**src/axi_pkg.sv**
```systemverilog
package axi_pkg;

    // Burst type for a linear walk through the line
    localparam logic [1:0] burst_incr = 2'b01;

    // Every beat carries one 8-byte word
    localparam logic [2:0] beat_size = 3'b011;

    localparam logic [1:0] resp_okay = 2'b00; // Normal access success

endpackage

```
**src/cache_pkg.sv**
```systemverilog
package cache_pkg;

    // Core-side bus widths
    localparam int addr_width = 32;
    localparam int word_width = 64;
    localparam int strb_width = word_width / 8;

    typedef logic [addr_width-1:0] addr_t; // Byte address
    typedef logic [word_width-1:0] word_t; // Full data word
    typedef logic [strb_width-1:0] strb_t; // One bit per byte lane

    // Default geometry, picked up by the top level
    localparam int default_sets       = 4;
    localparam int default_ways       = 2;
    localparam int default_line_words = 8;

endpackage

```
**src/line_evict.sv**
```systemverilog
`timescale 1ns/10ps

module line_evict import cache_pkg::*, axi_pkg::*; #(
    parameter int line_words = default_line_words
) (
    input  logic                             clock,
    input  logic                             reset,
    input  logic                             evict_start,
    input  addr_t                            victim_addr,
    input  logic [line_words*word_width-1:0] victim_line,
    output logic                             axi_awvalid,
    output addr_t                            axi_awaddr,
    output logic [7:0]                       axi_awlen,
    output logic [2:0]                       axi_awsize,
    output logic [1:0]                       axi_awburst,
    input  logic                             axi_awready,
    output logic                             axi_wvalid,
    output word_t                            axi_wdata,
    output strb_t                            axi_wstrb,
    output logic                             axi_wlast,
    input  logic                             axi_wready,
    input  logic                             axi_bvalid,
    input  logic [1:0]                       axi_bresp,
    output logic                             axi_bready,
    output logic                             evict_done
);

    logic [8:0] beat;

    assign axi_awlen   = 8'(line_words - 1);
    assign axi_awsize  = beat_size;
    assign axi_awburst = burst_incr;
    assign axi_wstrb   = '1; // Whole line goes back
    assign axi_wdata   = victim_line[beat*word_width +: word_width];
    assign axi_wlast   = (beat == 9'(line_words - 1));

    always_ff @(posedge clock) begin
        if (reset) begin
            axi_awvalid <= 1'b0;
            axi_wvalid  <= 1'b0;
            axi_bready  <= 1'b0;
            evict_done  <= 1'b0;
            beat        <= '0;
        end else begin
            evict_done <= axi_bvalid && axi_bready;
            if (evict_start) begin
                axi_awvalid <= 1'b1;
                axi_wvalid  <= 1'b1;
                beat        <= '0;
            end else begin
                if (axi_awvalid && axi_awready) begin
                    axi_awvalid <= 1'b0;
                end
                if (axi_wvalid && axi_wready) begin
                    if (axi_wlast) begin
                        axi_wvalid <= 1'b0;
                        axi_bready <= 1'b1; // Now wait for the write response
                    end else begin
                        beat <= beat + 1'b1;
                    end
                end
                if (axi_bvalid && axi_bready) begin
                    axi_bready <= 1'b0;
                end
            end
        end
    end

    always_ff @(posedge clock) begin
        if (evict_start) begin
            axi_awaddr <= victim_addr;
        end
    end

    bresp_okay: assert property (@(posedge clock) disable iff (reset)
        axi_bvalid && axi_bready |-> axi_bresp == resp_okay);

endmodule

```
**config.mk**
```make
export PLATFORM = sky130hd
export DESIGN_NAME = line_evict
export DESIGN_NICKNAME = d
export VERILOG_FILES = /design/src/axi_pkg.sv /design/src/cache_pkg.sv /design/src/line_evict.sv
export SDC_FILE = /design/constraint.sdc
export NUM_CORES = 1
export LEC_CHECK = 0
export BUFFER_PORTS_ARGS = -buffer_cell sky130_fd_sc_hd__buf_2
export CORE_AREA = 4 4 263 265
export DETAILED_ROUTE_END_ITERATION = 16
export DIE_AREA = 0 0 267 269
export GPL_TIMING_DRIVEN = 0
export MAX_ROUTING_LAYER = met4
export PLACE_DENSITY = 0.38
export SYNTH_ARGS = -nofsm -noshare
export SYNTH_HDL_FRONTEND = slang
export SYNTH_SLANG_ARGS = --single-unit
```
**constraint.sdc**
```tcl
create_clock -name clock -period 1.7 [get_ports clock]
set_clock_uncertainty 0.05 [all_clocks]
set_input_delay 0.085 -clock clock [delete_from_list [all_inputs] [get_ports clock]]
set_output_delay 0.085 -clock clock [all_outputs]
set_load 0.1 [all_outputs]
```
Word level (Yosys, flattened, before mapping)
Index checks and enable logic that the tools add are counted.

storage, ports and cells
  bits in registers = 45
  latch bits = 0
  RAM bits = 0
  bits in read-only memories = 0
  bits of input ports = 552
  output and inout port bits = 122
  word-level logic and storage cells = 31
  memories kept = 0

cells by class
  $add $sub $neg = 1
  multiply operators = 0
  divide/modulo/power cells = 0
  $lt $le $gt $ge = 0
  eq/ne operators = 1
  shifts and indexed selects = 1
  muxes and demuxes = 8
  bitwise logic cells = 2
  reduce and logical (&&, ||, !) cells = 12

operators by type and width
  cell                   count
  $shiftx A512 B16 Y64   1
  $reduce_bool A2 Y1     5
  $add A9 B1 Y9 const B  1
  $eq A9 B3 Y1 const B   1
  $mux W1                8
  $reduce_and A2 Y1      2
  $logic_and A1 B1 Y1    3
  $reduce_and A3 Y1      1
  $not A1 Y1             2
  $reduce_or A2 Y1       1

Logic depth before layout (Yosys ltp)
  depth in word-level cells = 4
  depth in mapped cells = 6
  depth with buffers taken out = 4

Worst setup path after synthesis
No wires, ideal clock.

  path type = register to output
  start point = register beat[1]
  end point = output axi_wdata[17]
  arrival = 1,932 ps
  required time = 1,565 ps
  slack = -367 ps
  cell stages (with the launch flop) = 5
  path buffers = 2
  path through = dfxtp_1 buf_2 clkbuf_1 mux4_2 a22o_1

between the ends
  cells in the longest elaborated chain, start to end = 1

ends and longest elaborated chain
  what                    RTL line          RTL
  from (decl)             line_evict.sv:28  logic [8:0] beat;
  from (signal assigned)  line_evict.sv:59  beat <= beat + 1'b1;
  $shiftx A512 B16 Y64    line_evict.sv:34  assign axi_wdata = victim_line[beat*word_width +: word_width];
  to (decl)               line_evict.sv:18  output word_t axi_wdata,

Every way passes these cells.

Worst setup path in the final report
  start point = register beat[0]
  end point = output axi_wdata[3]

The elaborated chain is that of the path after synthesis.

==> impl_metrics.json <==
{
  "htreeDepth": 2,
  "syn_area_per_cell_um2": 15.0,
  "synth.top_cells.by_count": "mux4_2 (128), a22o_1 (64), edfxtp_1 (32), buf_4 (24), clkbuf_1 (17)",
  "ys_ff_latch": 45,
  "synthArstFlopShare_pct": 0,
  "grt-ovfl-total": 0,
  "top_usage_layer": "met2",
  "yosysTopAreaCellShare_pct": 53.1,
  "grtUsageMet2_pct": 19.1,
  "cts.sinks": 45,
  "drtIter0Drc": 354,
  "die_h_um": 269,
  "power.total_mw": 5.91,
  "die_w_um": 267,
  "yosysMostFrequentCell": "mux4_2",
  "wirelength_um": 43300,
  "max_cap_violations": 0,
  "ant_nets": 0,
  "fin_crit_ps": 2410,
  "p_leak_nw": 5.32,
  "drive_gt1_share_pct": 86.6,
  "rsz0062_at_grt": "true",
  "worstSetupStartpoint": "beat[0]",
  "place_hpwl_um": 36500,
  "yosys_warnings": 0,
  "crit_end": "axi_wdata[3]",
  "slew_headroom_pct": 40.3,
  "fmax_mhz": 414,
  "num_rows": 95,
  "r2r-end": "beat[3]",
  "finalHoldViolCount": 0,
  "grt_use_met3_pct": 2.37,
  "grt_max_degree": 40,
  "grt_pass1_wl_um": 55100,
  "report.final.slew_viol_count": 0,
  "hold_class": "input port to register",
  "coreArea_mm2": 0.0668,
  "clkTransAtPathRegs_ps": 70,
  "seq_area_frac_synth_pct": 22.5,
  "synthDistinctLibCells": 38,
  "outcome": "finished, violations left",
  "worst_slack_ps": -715,
  "cts_tree": "done",
  "post-route-cell-area_mm2": 0.0122,
  "ir_drop_mv": 0.354,
  "grt_pass1_vias": 7647,
  "clockRootBuffer": "clkbuf_16",
  "yosys_most_used_dff": "edfxtp_1",
  "grt_util_met1_pct": 13.0,
  "clk_latency_ps": 280,
  "port_buffers": 650,
  "placed_area_mm2": 0.0101,
  "track_usage_pct": 11.1,
  "synth_edf_count": 32,
  "synth_area_mm2": 0.00543,
  "yosys.area.top_type": "mux4_2",
  "crit_arrival_ps": 2280,
  "setup.worst_path.end_class": "output port",
  "cp_max_fo": 8,
  "start_kind": "register",
  "numCtsBuffers": 5,
  "start_util_pct": 8.13,
  "fin_util_pct": 18.2,
  "wire_per_inst_um": 21.9,
  "timing.reg2reg.setup_slack_ps": 40,
  "avgViaCountPerCell": 3.60,
  "cp.required_ps": 1560,
  "register_area_mm2": 0.00123,
  "synth_cells": 361,
  "reg2reg_depth": 6,
  "nNetsFinal": 1650,
  "nFillCells": 7404,
  "worstSetupPathType": "register to output port",
  "synth_top_cells_by_area": "mux4_2 (53%), edfxtp_1 (18%), a22o_1 (10%), dfxtp_1 (4.8%), buf_4 (3.3%)",
  "multi_input_area_mm2": 0.00427,
  "ioPinCount": 674,
  "antenna_found_initial": 14,
  "fin_crit_sh_pct": 142,
  "reg2reg_from": "beat[0]",
  "failed_checks": "setup timing",
  "gp_congestion": 0.826,
  "worst_pin_slew_ps": 896,
  "synthToLayoutAreaGrowth_pct": 124,
  "vias": 7123,
  "cts_buffer_depth": 2,
  "detail_route.first_pass.iterations": 4,
  "drc_errors": 0,
  "setup_viol": 64,
  "p_per_area_mw_per_mm2": 486,
  "dieArea_mm2": 0.0718
}
[cell type report]
type	count	area share, %
diodes	10	0.206
plain buffers	64	5.54
well taps	873	8.98
clock buffers	6	1.06
flip-flops and latches	45	10.1
clock inverters	2	0.319
repair buffers	710	38.6
inverters	4	0.123
multi-input cells	267	35.1
[layer usage]
layer,vias to the layer above,wire length (µm)
met5,-,0
met4,0,1080
met3,40,3420
met2,470,22200
met1,3503,16600
li1,3110,-
[how the worst min path moves through the flow]
stage / from / end / slack [ps] / depth (start not counted)
global route: axi_awready / axi_awvalid / 30 / 3
global placement: victim_addr[26] / axi_awaddr[26] / 210 / 1
CTS: axi_wready / axi_wvalid / 4 / 2
finish: axi_wready / axi_wvalid / 9 / 2
detailed placement: victim_addr[2] / axi_awaddr[2] / 210 / 1
floorplan: reset / axi_wvalid / 100 / 1
[worst max-delay path, cell delays in order (launching register included)]
cell	delay, ps
dfxtp_4	380
clkbuf_16	160
buf_16	150
buf_16	150
mux4_2	670
a22o_4	290
buf_12	160
[cell usage in the layout (no fill, tap or decap), types with 2 or more instances in the layout]
cell type and n:
buf_6 10, clkbuf_8 2, conb_1 21, buf_12 50, nor3_1 2, buf_4 54
edfxtp_1 32, dfxtp_4 2, a31oi_1 3, nor2_1 4, buf_2 588, buf_16 8
o41ai_1 2, mux4_2 128, inv_1 3, clkbuf_2 9, clkbuf_4 4, a22o_4 38
dfxtp_1 10, nand4_1 3, o311ai_1 2, nand2_1 8, diode_2 10, a22o_2 26
dlygate4sd3_1 34, or3_1 4, buf_8 13, clkbuf_16 7, a21oi_1 4, o21ai_0 2
mux2i_1 2
[what timing repair did]
action	CTS	global route
pin swaps	19	12
hold buffers	34	0
gates cloned	7	1
endpoints found under the hold margin	34	0
buffers inserted	14	8
resized for setup	272	32
endpoints found under the setup margin	70	68
[stage by stage]
stage / cells / setup TNS [ps] / worst slack, ps / hold WS, ps
finish: 1981 / -39160 / -715 / 8.99
global route: 1978 / -43800 / -769 / 30.0
CTS: 1967 / -43040 / -767 / 3.78
detailed placement: 1904 / -69790 / -1470 / 213
global placement: 1903 / -118460 / -2340 / 213
floorplan: 380 / -11910 / -217 / 99.7
[logic make-up after synthesis]
group / after synthesis / share of synthesized area [%]
other: 2 / 0.138
multiplexers: 130 / 53.4
adder cells (fa/ha/maj): 1 / 0.230
AND/OR/NAND/NOR: 32 / 3.27
flip-flops: 45 / 22.5
buffers and inverters: 68 / 7.81
AO/OA/AOI/OAI: 83 / 12.6
[where the power goes]
part,switching (mW),internal (mW)
Clock,0.417,0.697
Combinational,2.13,1.40
Sequential,0.0185,1.24
[flip-flops by register name, indices dropped and copies added, names as in the netlist]
name / cells
evict_done: 1
beat: 9
axi_awvalid: 1
axi_wvalid: 1
axi_awaddr: 32
axi_bready: 1
Note: power is estimated with default switching activity, not from simulation.
