## src/axi_pkg.sv

```systemverilog
package axi_pkg;

    // Burst type for a linear walk through the line
    localparam logic [1:0] burst_incr = 2'b01;

    // Every beat carries one 8-byte word
    localparam logic [2:0] beat_size = 3'b011;

    localparam logic [1:0] resp_okay = 2'b00; // Normal access success

endpackage

```

## src/cache_pkg.sv

```systemverilog
package cache_pkg;

    // Core-side bus widths
    localparam int addr_width = 32;
    localparam int word_width = 64;
    localparam int strb_width = word_width / 8;

    typedef logic [addr_width-1:0] addr_t; // Byte address
    typedef logic [word_width-1:0] word_t; // Full data word
    typedef logic [strb_width-1:0] strb_t; // One bit per byte lane

    // Default geometry, picked up by the top level
    localparam int default_sets       = 4;
    localparam int default_ways       = 2;
    localparam int default_line_words = 8;

endpackage

```

## src/line_fill.sv

```systemverilog
`timescale 1ns/10ps

module line_fill import cache_pkg::*, axi_pkg::*; #(
    parameter int line_words = default_line_words
) (
    input  logic                             clock,
    input  logic                             reset,
    input  logic                             fill_start,
    input  addr_t                            cur_addr,
    output logic                             axi_arvalid,
    output addr_t                            axi_araddr,
    output logic [7:0]                       axi_arlen,
    output logic [2:0]                       axi_arsize,
    output logic [1:0]                       axi_arburst,
    input  logic                             axi_arready,
    input  logic                             axi_rvalid,
    input  word_t                            axi_rdata,
    input  logic                             axi_rlast,
    output logic                             axi_rready,
    output logic [line_words*word_width-1:0] fill_line,
    output logic                             fill_done
);

    logic [8:0] beat; // Up to 256 beats

    assign axi_arlen   = 8'(line_words - 1);
    assign axi_arsize  = beat_size;
    assign axi_arburst = burst_incr;

    always_ff @(posedge clock) begin
        if (reset) begin
            axi_arvalid <= 1'b0;
            axi_rready  <= 1'b0;
            fill_done   <= 1'b0;
            beat        <= '0;
        end else begin
            fill_done <= axi_rvalid && axi_rready && axi_rlast;
            if (fill_start) begin
                axi_arvalid <= 1'b1;
                axi_rready  <= 1'b1; // Data cannot precede the address anyway
                beat        <= '0;
            end else if (axi_arvalid && axi_arready) begin
                axi_arvalid <= 1'b0;
            end
            if (axi_rvalid && axi_rready) begin
                beat <= beat + 1'b1;
                if (axi_rlast) begin
                    axi_rready <= 1'b0;
                end
            end
        end
    end

    always_ff @(posedge clock) begin
        if (fill_start) begin
            axi_araddr <= cur_addr & ~addr_t'(line_words * 8 - 1); // Line aligned
        end
        if (axi_rvalid && axi_rready) begin
            fill_line[beat*word_width +: word_width] <= axi_rdata;
        end
    end

    // Memory closes the burst on the expected beat
    rlast_on_last_beat: assert property (@(posedge clock) disable iff (reset)
        axi_rvalid && axi_rready |-> (axi_rlast == (beat == 9'(line_words - 1))));

endmodule

```

## config.mk

```make
export PLATFORM = sky130hd
export DESIGN_NAME = line_fill
export DESIGN_NICKNAME = d
export VERILOG_FILES = /design/src/axi_pkg.sv /design/src/cache_pkg.sv /design/src/line_fill.sv
export SDC_FILE = /design/constraint.sdc
export NUM_CORES = 1
export LEC_CHECK = 0
export CAP_MARGIN = 5
export CORE_AREA = 2 2 255 257
export CTS_CLUSTER_SIZE = 14
export DETAILED_ROUTE_END_ITERATION = 8
export DIE_AREA = 0 0 257 259
export DONT_BUFFER_PORTS = 1
export PLACE_DENSITY_LB_ADDON = 0.3
export SLEW_MARGIN = 15
export SYNTH_ARGS = -nofsm -noshare
export SYNTH_HDL_FRONTEND = slang
export SYNTH_SLANG_ARGS = --single-unit
```

## constraint.sdc

```tcl
create_clock -name clock -period 10.7 [get_ports clock]
set_input_delay 1.07 -clock clock [delete_from_list [all_inputs] [get_ports clock]]
set_output_delay 1.07 -clock clock [all_outputs]
set_load 0.01 [all_outputs]
```

## After elaboration in Yosys (flattened, before gate mapping)

Index checks and enable logic that the tools add are counted.

| word-level totals | value |
|---|---|
| bits in registers | 550 |
| latch bits | 0 |
| memory bits (writable) | 0 |
| ROM bits | 0 |
| logic and storage cells | 23 |
| memories kept | 0 |

| operators by class | value |
|---|---|
| add/sub/neg operators | 2 |
| multipliers | 0 |
| divide/modulo/power cells | 0 |
| magnitude comparators | 0 |
| equal/unequal tests | 0 |
| shift operators | 2 |
| muxes and demuxes | 8 |
| bitwise logic cells | 0 |
| reduce and logical (&&, ||, !) cells | 5 |

Operators by type and width:

| cell | count |
|---|---|
| bitwise mux 512 bit | 1 |
| variable shift 64 x 34 -> 512 bit (first input constant) | 1 |
| variable part select 64 x 34 -> 512 bit | 1 |
| negator 15 -> 34 bit | 1 |
| 2-to-1 mux 9 bit | 2 |
| adder 9 x 1 -> 9 bit (second input constant) | 1 |
| 2-to-1 mux 1 bit | 5 |
| nonzero test 2 bit | 2 |
| logical AND 1 bit | 3 |

## Depth between registers and ports, before layout

| depth | value |
|---|---|
| depth after elaboration | 3 |
| depth in mapped cells | 12 |

## Least setup slack after synthesis

Ideal clock, no wire load.

| path | value |
|---|---|
| path type | register to register |
| start point | register beat[0] (netlist name) |
| end point | register fill_line[0] (enable) |
| data arrival time | 8791 ps |
| slack | 1242 ps |
| cell stages (with the launch flop) | 12 |
| path buffers | 2 |
| cells stage by stage | dfxtp_1 buf_2 buf_1 inv_1 ha_1 nor3b_2 nand2b_1 nor4_1 ha_1 nor4b_1 a21oi_1 nor4b_1 |

RTL lines:

| element | line | RTL |
|---|---|---|
| to (signal, indexed assignment) | line_fill.sv:59 | `fill_line[beat*word_width +: word_width] <= axi_rdata;` |
| to (decl) | line_fill.sv:20 | `output logic [line_words*word_width-1:0] fill_line,` |

==> results.txt <==
The post-route netlist has 10.82% of its cells at a drive strength greater than 1. The worst path in the final design needs a cycle of 4.741 ns, including I/O delays and setup. Buffers inserted to repair hold after CTS numbered 0.

The pin count of the biggest net entering global routing came out at 66. The share of the cycle needed by the critical path after routing came out at 44.31%. The maximum buffer depth of the clock tree came out at 3. The area of the placeable core came out at 63880 um^2. The number of sinks on the clock net is 550. Traced cell by cell, the critical path runs through inv_1 -> ha_1 -> nor3b_2 -> nand2b_1 -> nor4_1 -> ha_1 -> nand2b_1 -> nor4_1 -> nand4_1 -> nor2_4 -> buf_4. The share of power burned in combinational logic is 2.0%. The internal power summed over all cells is 3.511 mW. After the first detailed-routing iteration, the DRC count stood at 1704. The stage delay of the slowest cell on the critical path came out at 0.92 ns. In this run, post-CTS repair resized a total of 0 instances. After synthesis, the netlist uses 44 different library cells. The overall fraction of global-route tracks in use is 19.70%. In the synthesized netlist, the cells that appear most often are sky130_fd_sc_hd__edfxtp_1, sky130_fd_sc_hd__nor2_1, sky130_fd_sc_hd__nand2_1. The final hold violation count is 0. The floorplan has 93 rows. The aggregate routed wire length is 68.34 mm. The slowest stage of the critical path belongs to the cell sky130_fd_sc_hd__nor2_4.

The clock insertion delay at the later pin of the skew report is 0.60 ns. The worst setup skew after layout is 0.02899 ns. The switching power of the nets came out at 0.9279 mW. The maximum operating frequency came out at 0.2109 GHz. The count of unresolved DRC violations after routing is 0. The ratio of total power to cell area came out at 192.3 nW/um^2. The top cell type's share of synthesized area came out at 78.80%. The leakage power came out at 7.250 nW. Yosys attributes the largest share of cell area to sky130_fd_sc_hd__edfxtp_1, sky130_fd_sc_hd__nor2_1, sky130_fd_sc_hd__and2_1. The HPWL after detailed placement is 47.35 mm. The sequential group share of total power is 53.7%. The number of ports placed on the die boundary came out at 662. The total grt overflow came out at 0. The total negative slack is 0 ns. The number of nets at the end of the flow is 1500.

For this run, asynchronously set or reset flops after synthesis account for 0%. In the final routed layout, each cell accounts on average for 29.72 um. The worst slack on hold paths came out at 0.5256 ns. The fraction of the yosys area taken by sequential cells came out at 79.98%. The clock network power share came out at 44.3%.

The total of warnings raised by yosys came out at 0. The worst min-delay path category is in2reg. The H-tree was split into 2 levels. The post-synthesis register bit count is 550. The number of flops mapped to enable cells by yosys came out at 538. The first-pass detailed-route iteration total came out at 6. The cell chosen for the clock root is sky130_fd_sc_hd__clkbuf_16. The number of buffers added on ports came out at 0. The effective utilization at floorplan is 32.09%. The setup violation total in the final timing report came out at 0. The worst endpoint required time is 10.91 ns. The area of the die is 66560 um^2. STA classifies the critical path endpoint as a flop. The cell area after technology mapping came out at 20500 um^2. The worst-margin pin slew is 1.021 ns. The worst voltage drop across the vdd grid is 121.5 uV. The flow ran to the end, and the final reports show no timing, DRC or antenna violations. The global placement routability congestion came out at 0.8461. The final antenna-violating net count is 0. The count of pins over their slew limit came out at 0. The TritonCTS buffer count is 57. The design draws 4.439 mW. Net switching is 20.90% of the power.

The via count of the first global-routing pass is 11010. The horizontal extent of the die is 257 um. The mean instance size in the synthesized netlist came out at 14.61 um^2.

The most common cell in the synthesized netlist is sky130_fd_sc_hd__edfxtp_1. The startpoint kind of the worst setup timing path is a flop. The end-of-flow core utilization is 36.13%. The clock transition at the registers of the reported paths is 0.06 ns. Measured against its own limit, the worst slew margin works out to 31.93%.

The die is 259 um tall. The most used flip-flop cell after synthesis is sky130_fd_sc_hd__edfxtp_1. The arrival time of data at the critical path endpoint came out at 4.95 ns.

The number of buffers inserted to repair setup after CTS came out at 0. The peak fanout along the critical path is 40. Setup repair after global routing left no endpoint under its margin.

TritonCTS built the clock tree. The cell count after synthesis came out at 1403. The critical path class is reg2reg. The global-route wire length before repair is 92.23 mm. The number of violations of the max-capacitance limit came out at 0. sky130_fd_sc_hd__edfxtp_1 takes more of the synthesized area than any other cell. The initial antenna violation count is 5.

The area added between synthesis and finish is 12.58%. The detailed router placed 11390 vias in this run. After filler insertion, the fill cell instance count of the layout stands at 5983. The average vias per placed instance came out at 4.952.
## per-layer routing
layer	GRT usage, %	vias to the layer above	share of wire (%)
met2	36.10	712	54
met3	6.493	118	9.4
li1	-	4837	-
met4	6.492	2	3.4
met1	21.33	5716	34
met5	0	-	0.019
## state kept, by name (all words and copies together), names as in the netlist
register     cells
axi_rready       1
fill_line      512
axi_araddr      26
fill_done        1
beat             9
axi_arvalid      1
## kinds of logic (layout without fill, tap and decap cells)
group,after synthesis,count (layout),share of synthesized area [%]
compound gates,30,30,0.9094
xor+xnor,2,2,0.1221
fa+ha+maj,3,3,0.1831
buf+inv,111,133,3.399
flops,550,550,79.98
mux,1,1,0.04883
other cells,2,21,0.03663
simple gates,704,704,15.33
## worst paths after layout
| path | from | slack, ns | end | cells past startpoint |
|---|---|---|---|---|
| worst max-delay path | beat[1] | 5.96 | fill_line[125] | 11 |
| worst min-delay path | reset | 0.53 | beat[0] | 1 |
| worst max register to register | beat[1] | 5.96 | fill_line[125] | 11 |
| worst min register to register | beat[7] | 0.56 | beat[7] | 2 |
## critical path, delay by kind of cell (launching register included)
| kind | cells | cell delay [ns] |
|---|---|---|
| and+or+nand+nor | 7 | 2.62 |
| buffers and inverters | 2 | 0.77 |
| adders and majority gates | 2 | 0.48 |
| DFF | 1 | 0.47 |
## power by group through the flow
stage | Sequential (mW) | Clock (mW) | Combinational [mW]
floorplan | 2.42 | 0 | 0.0733
global placement | 2.43 | 0 | 0.0874
detailed placement | 2.43 | 0 | 0.0894
CTS | 2.38 | 2.00 | 0.0895
global route | 2.38 | 2.07 | 0.0978
finish | 2.38 | 1.97 | 0.0882
## per-stage QoR
step                std cells  area (um^2)  worst slack (ns)
floorplan                1420        20560             1.242
global placement         2191        21240             5.967
detailed placement       2191        21240             5.998
CTS                      2297        23070             5.925
global route             2297        23070             5.510
finish                   2299        23080             5.959
## cell type report
| type | count | area [um^2] | area share, % |
|---|---|---|---|
| antenna | 2 | 5.005 | 0.02168 |
| multi-input combinational | 759 | 3592 | 15.56 |
| tap | 855 | 1070 | 4.635 |
| inverter | 7 | 26.28 | 0.1138 |
| sequential | 550 | 16400 | 71.06 |
| clock inverter | 41 | 380.4 | 1.648 |
| timing repair buffer | 20 | 150.1 | 0.6505 |
| clock buffer | 65 | 1456 | 6.310 |
## layout by cell type, fill, tap and decap left out, types with 4 or more instances in the layout
cell type / Yosys / routed
sky130_fd_sc_hd__nor2_4: 0 / 7
sky130_fd_sc_hd__dfxtp_1: 12 / 11
sky130_fd_sc_hd__clkinv_1: 0 / 12
sky130_fd_sc_hd__bufinv_16: 0 / 6
sky130_fd_sc_hd__buf_4: 28 / 20
sky130_fd_sc_hd__a21oi_1: 11 / 11
sky130_fd_sc_hd__clkinv_2: 0 / 12
sky130_fd_sc_hd__o21ai_0: 4 / 4
sky130_fd_sc_hd__nand2_1: 72 / 68
sky130_fd_sc_hd__clkbuf_1: 14 / 8
sky130_fd_sc_hd__nand3_1: 39 / 39
sky130_fd_sc_hd__clkbuf_16: 0 / 57
sky130_fd_sc_hd__nand4_1: 5 / 5
sky130_fd_sc_hd__conb_1: 2 / 19
sky130_fd_sc_hd__edfxtp_1: 538 / 538
sky130_fd_sc_hd__a31oi_1: 6 / 6
sky130_fd_sc_hd__and2_1: 66 / 66
sky130_fd_sc_hd__nand3_2: 27 / 27
sky130_fd_sc_hd__inv_1: 7 / 7
sky130_fd_sc_hd__nor2_1: 468 / 461
sky130_fd_sc_hd__inv_6: 0 / 5
Power figures use the tool's default switching activity.
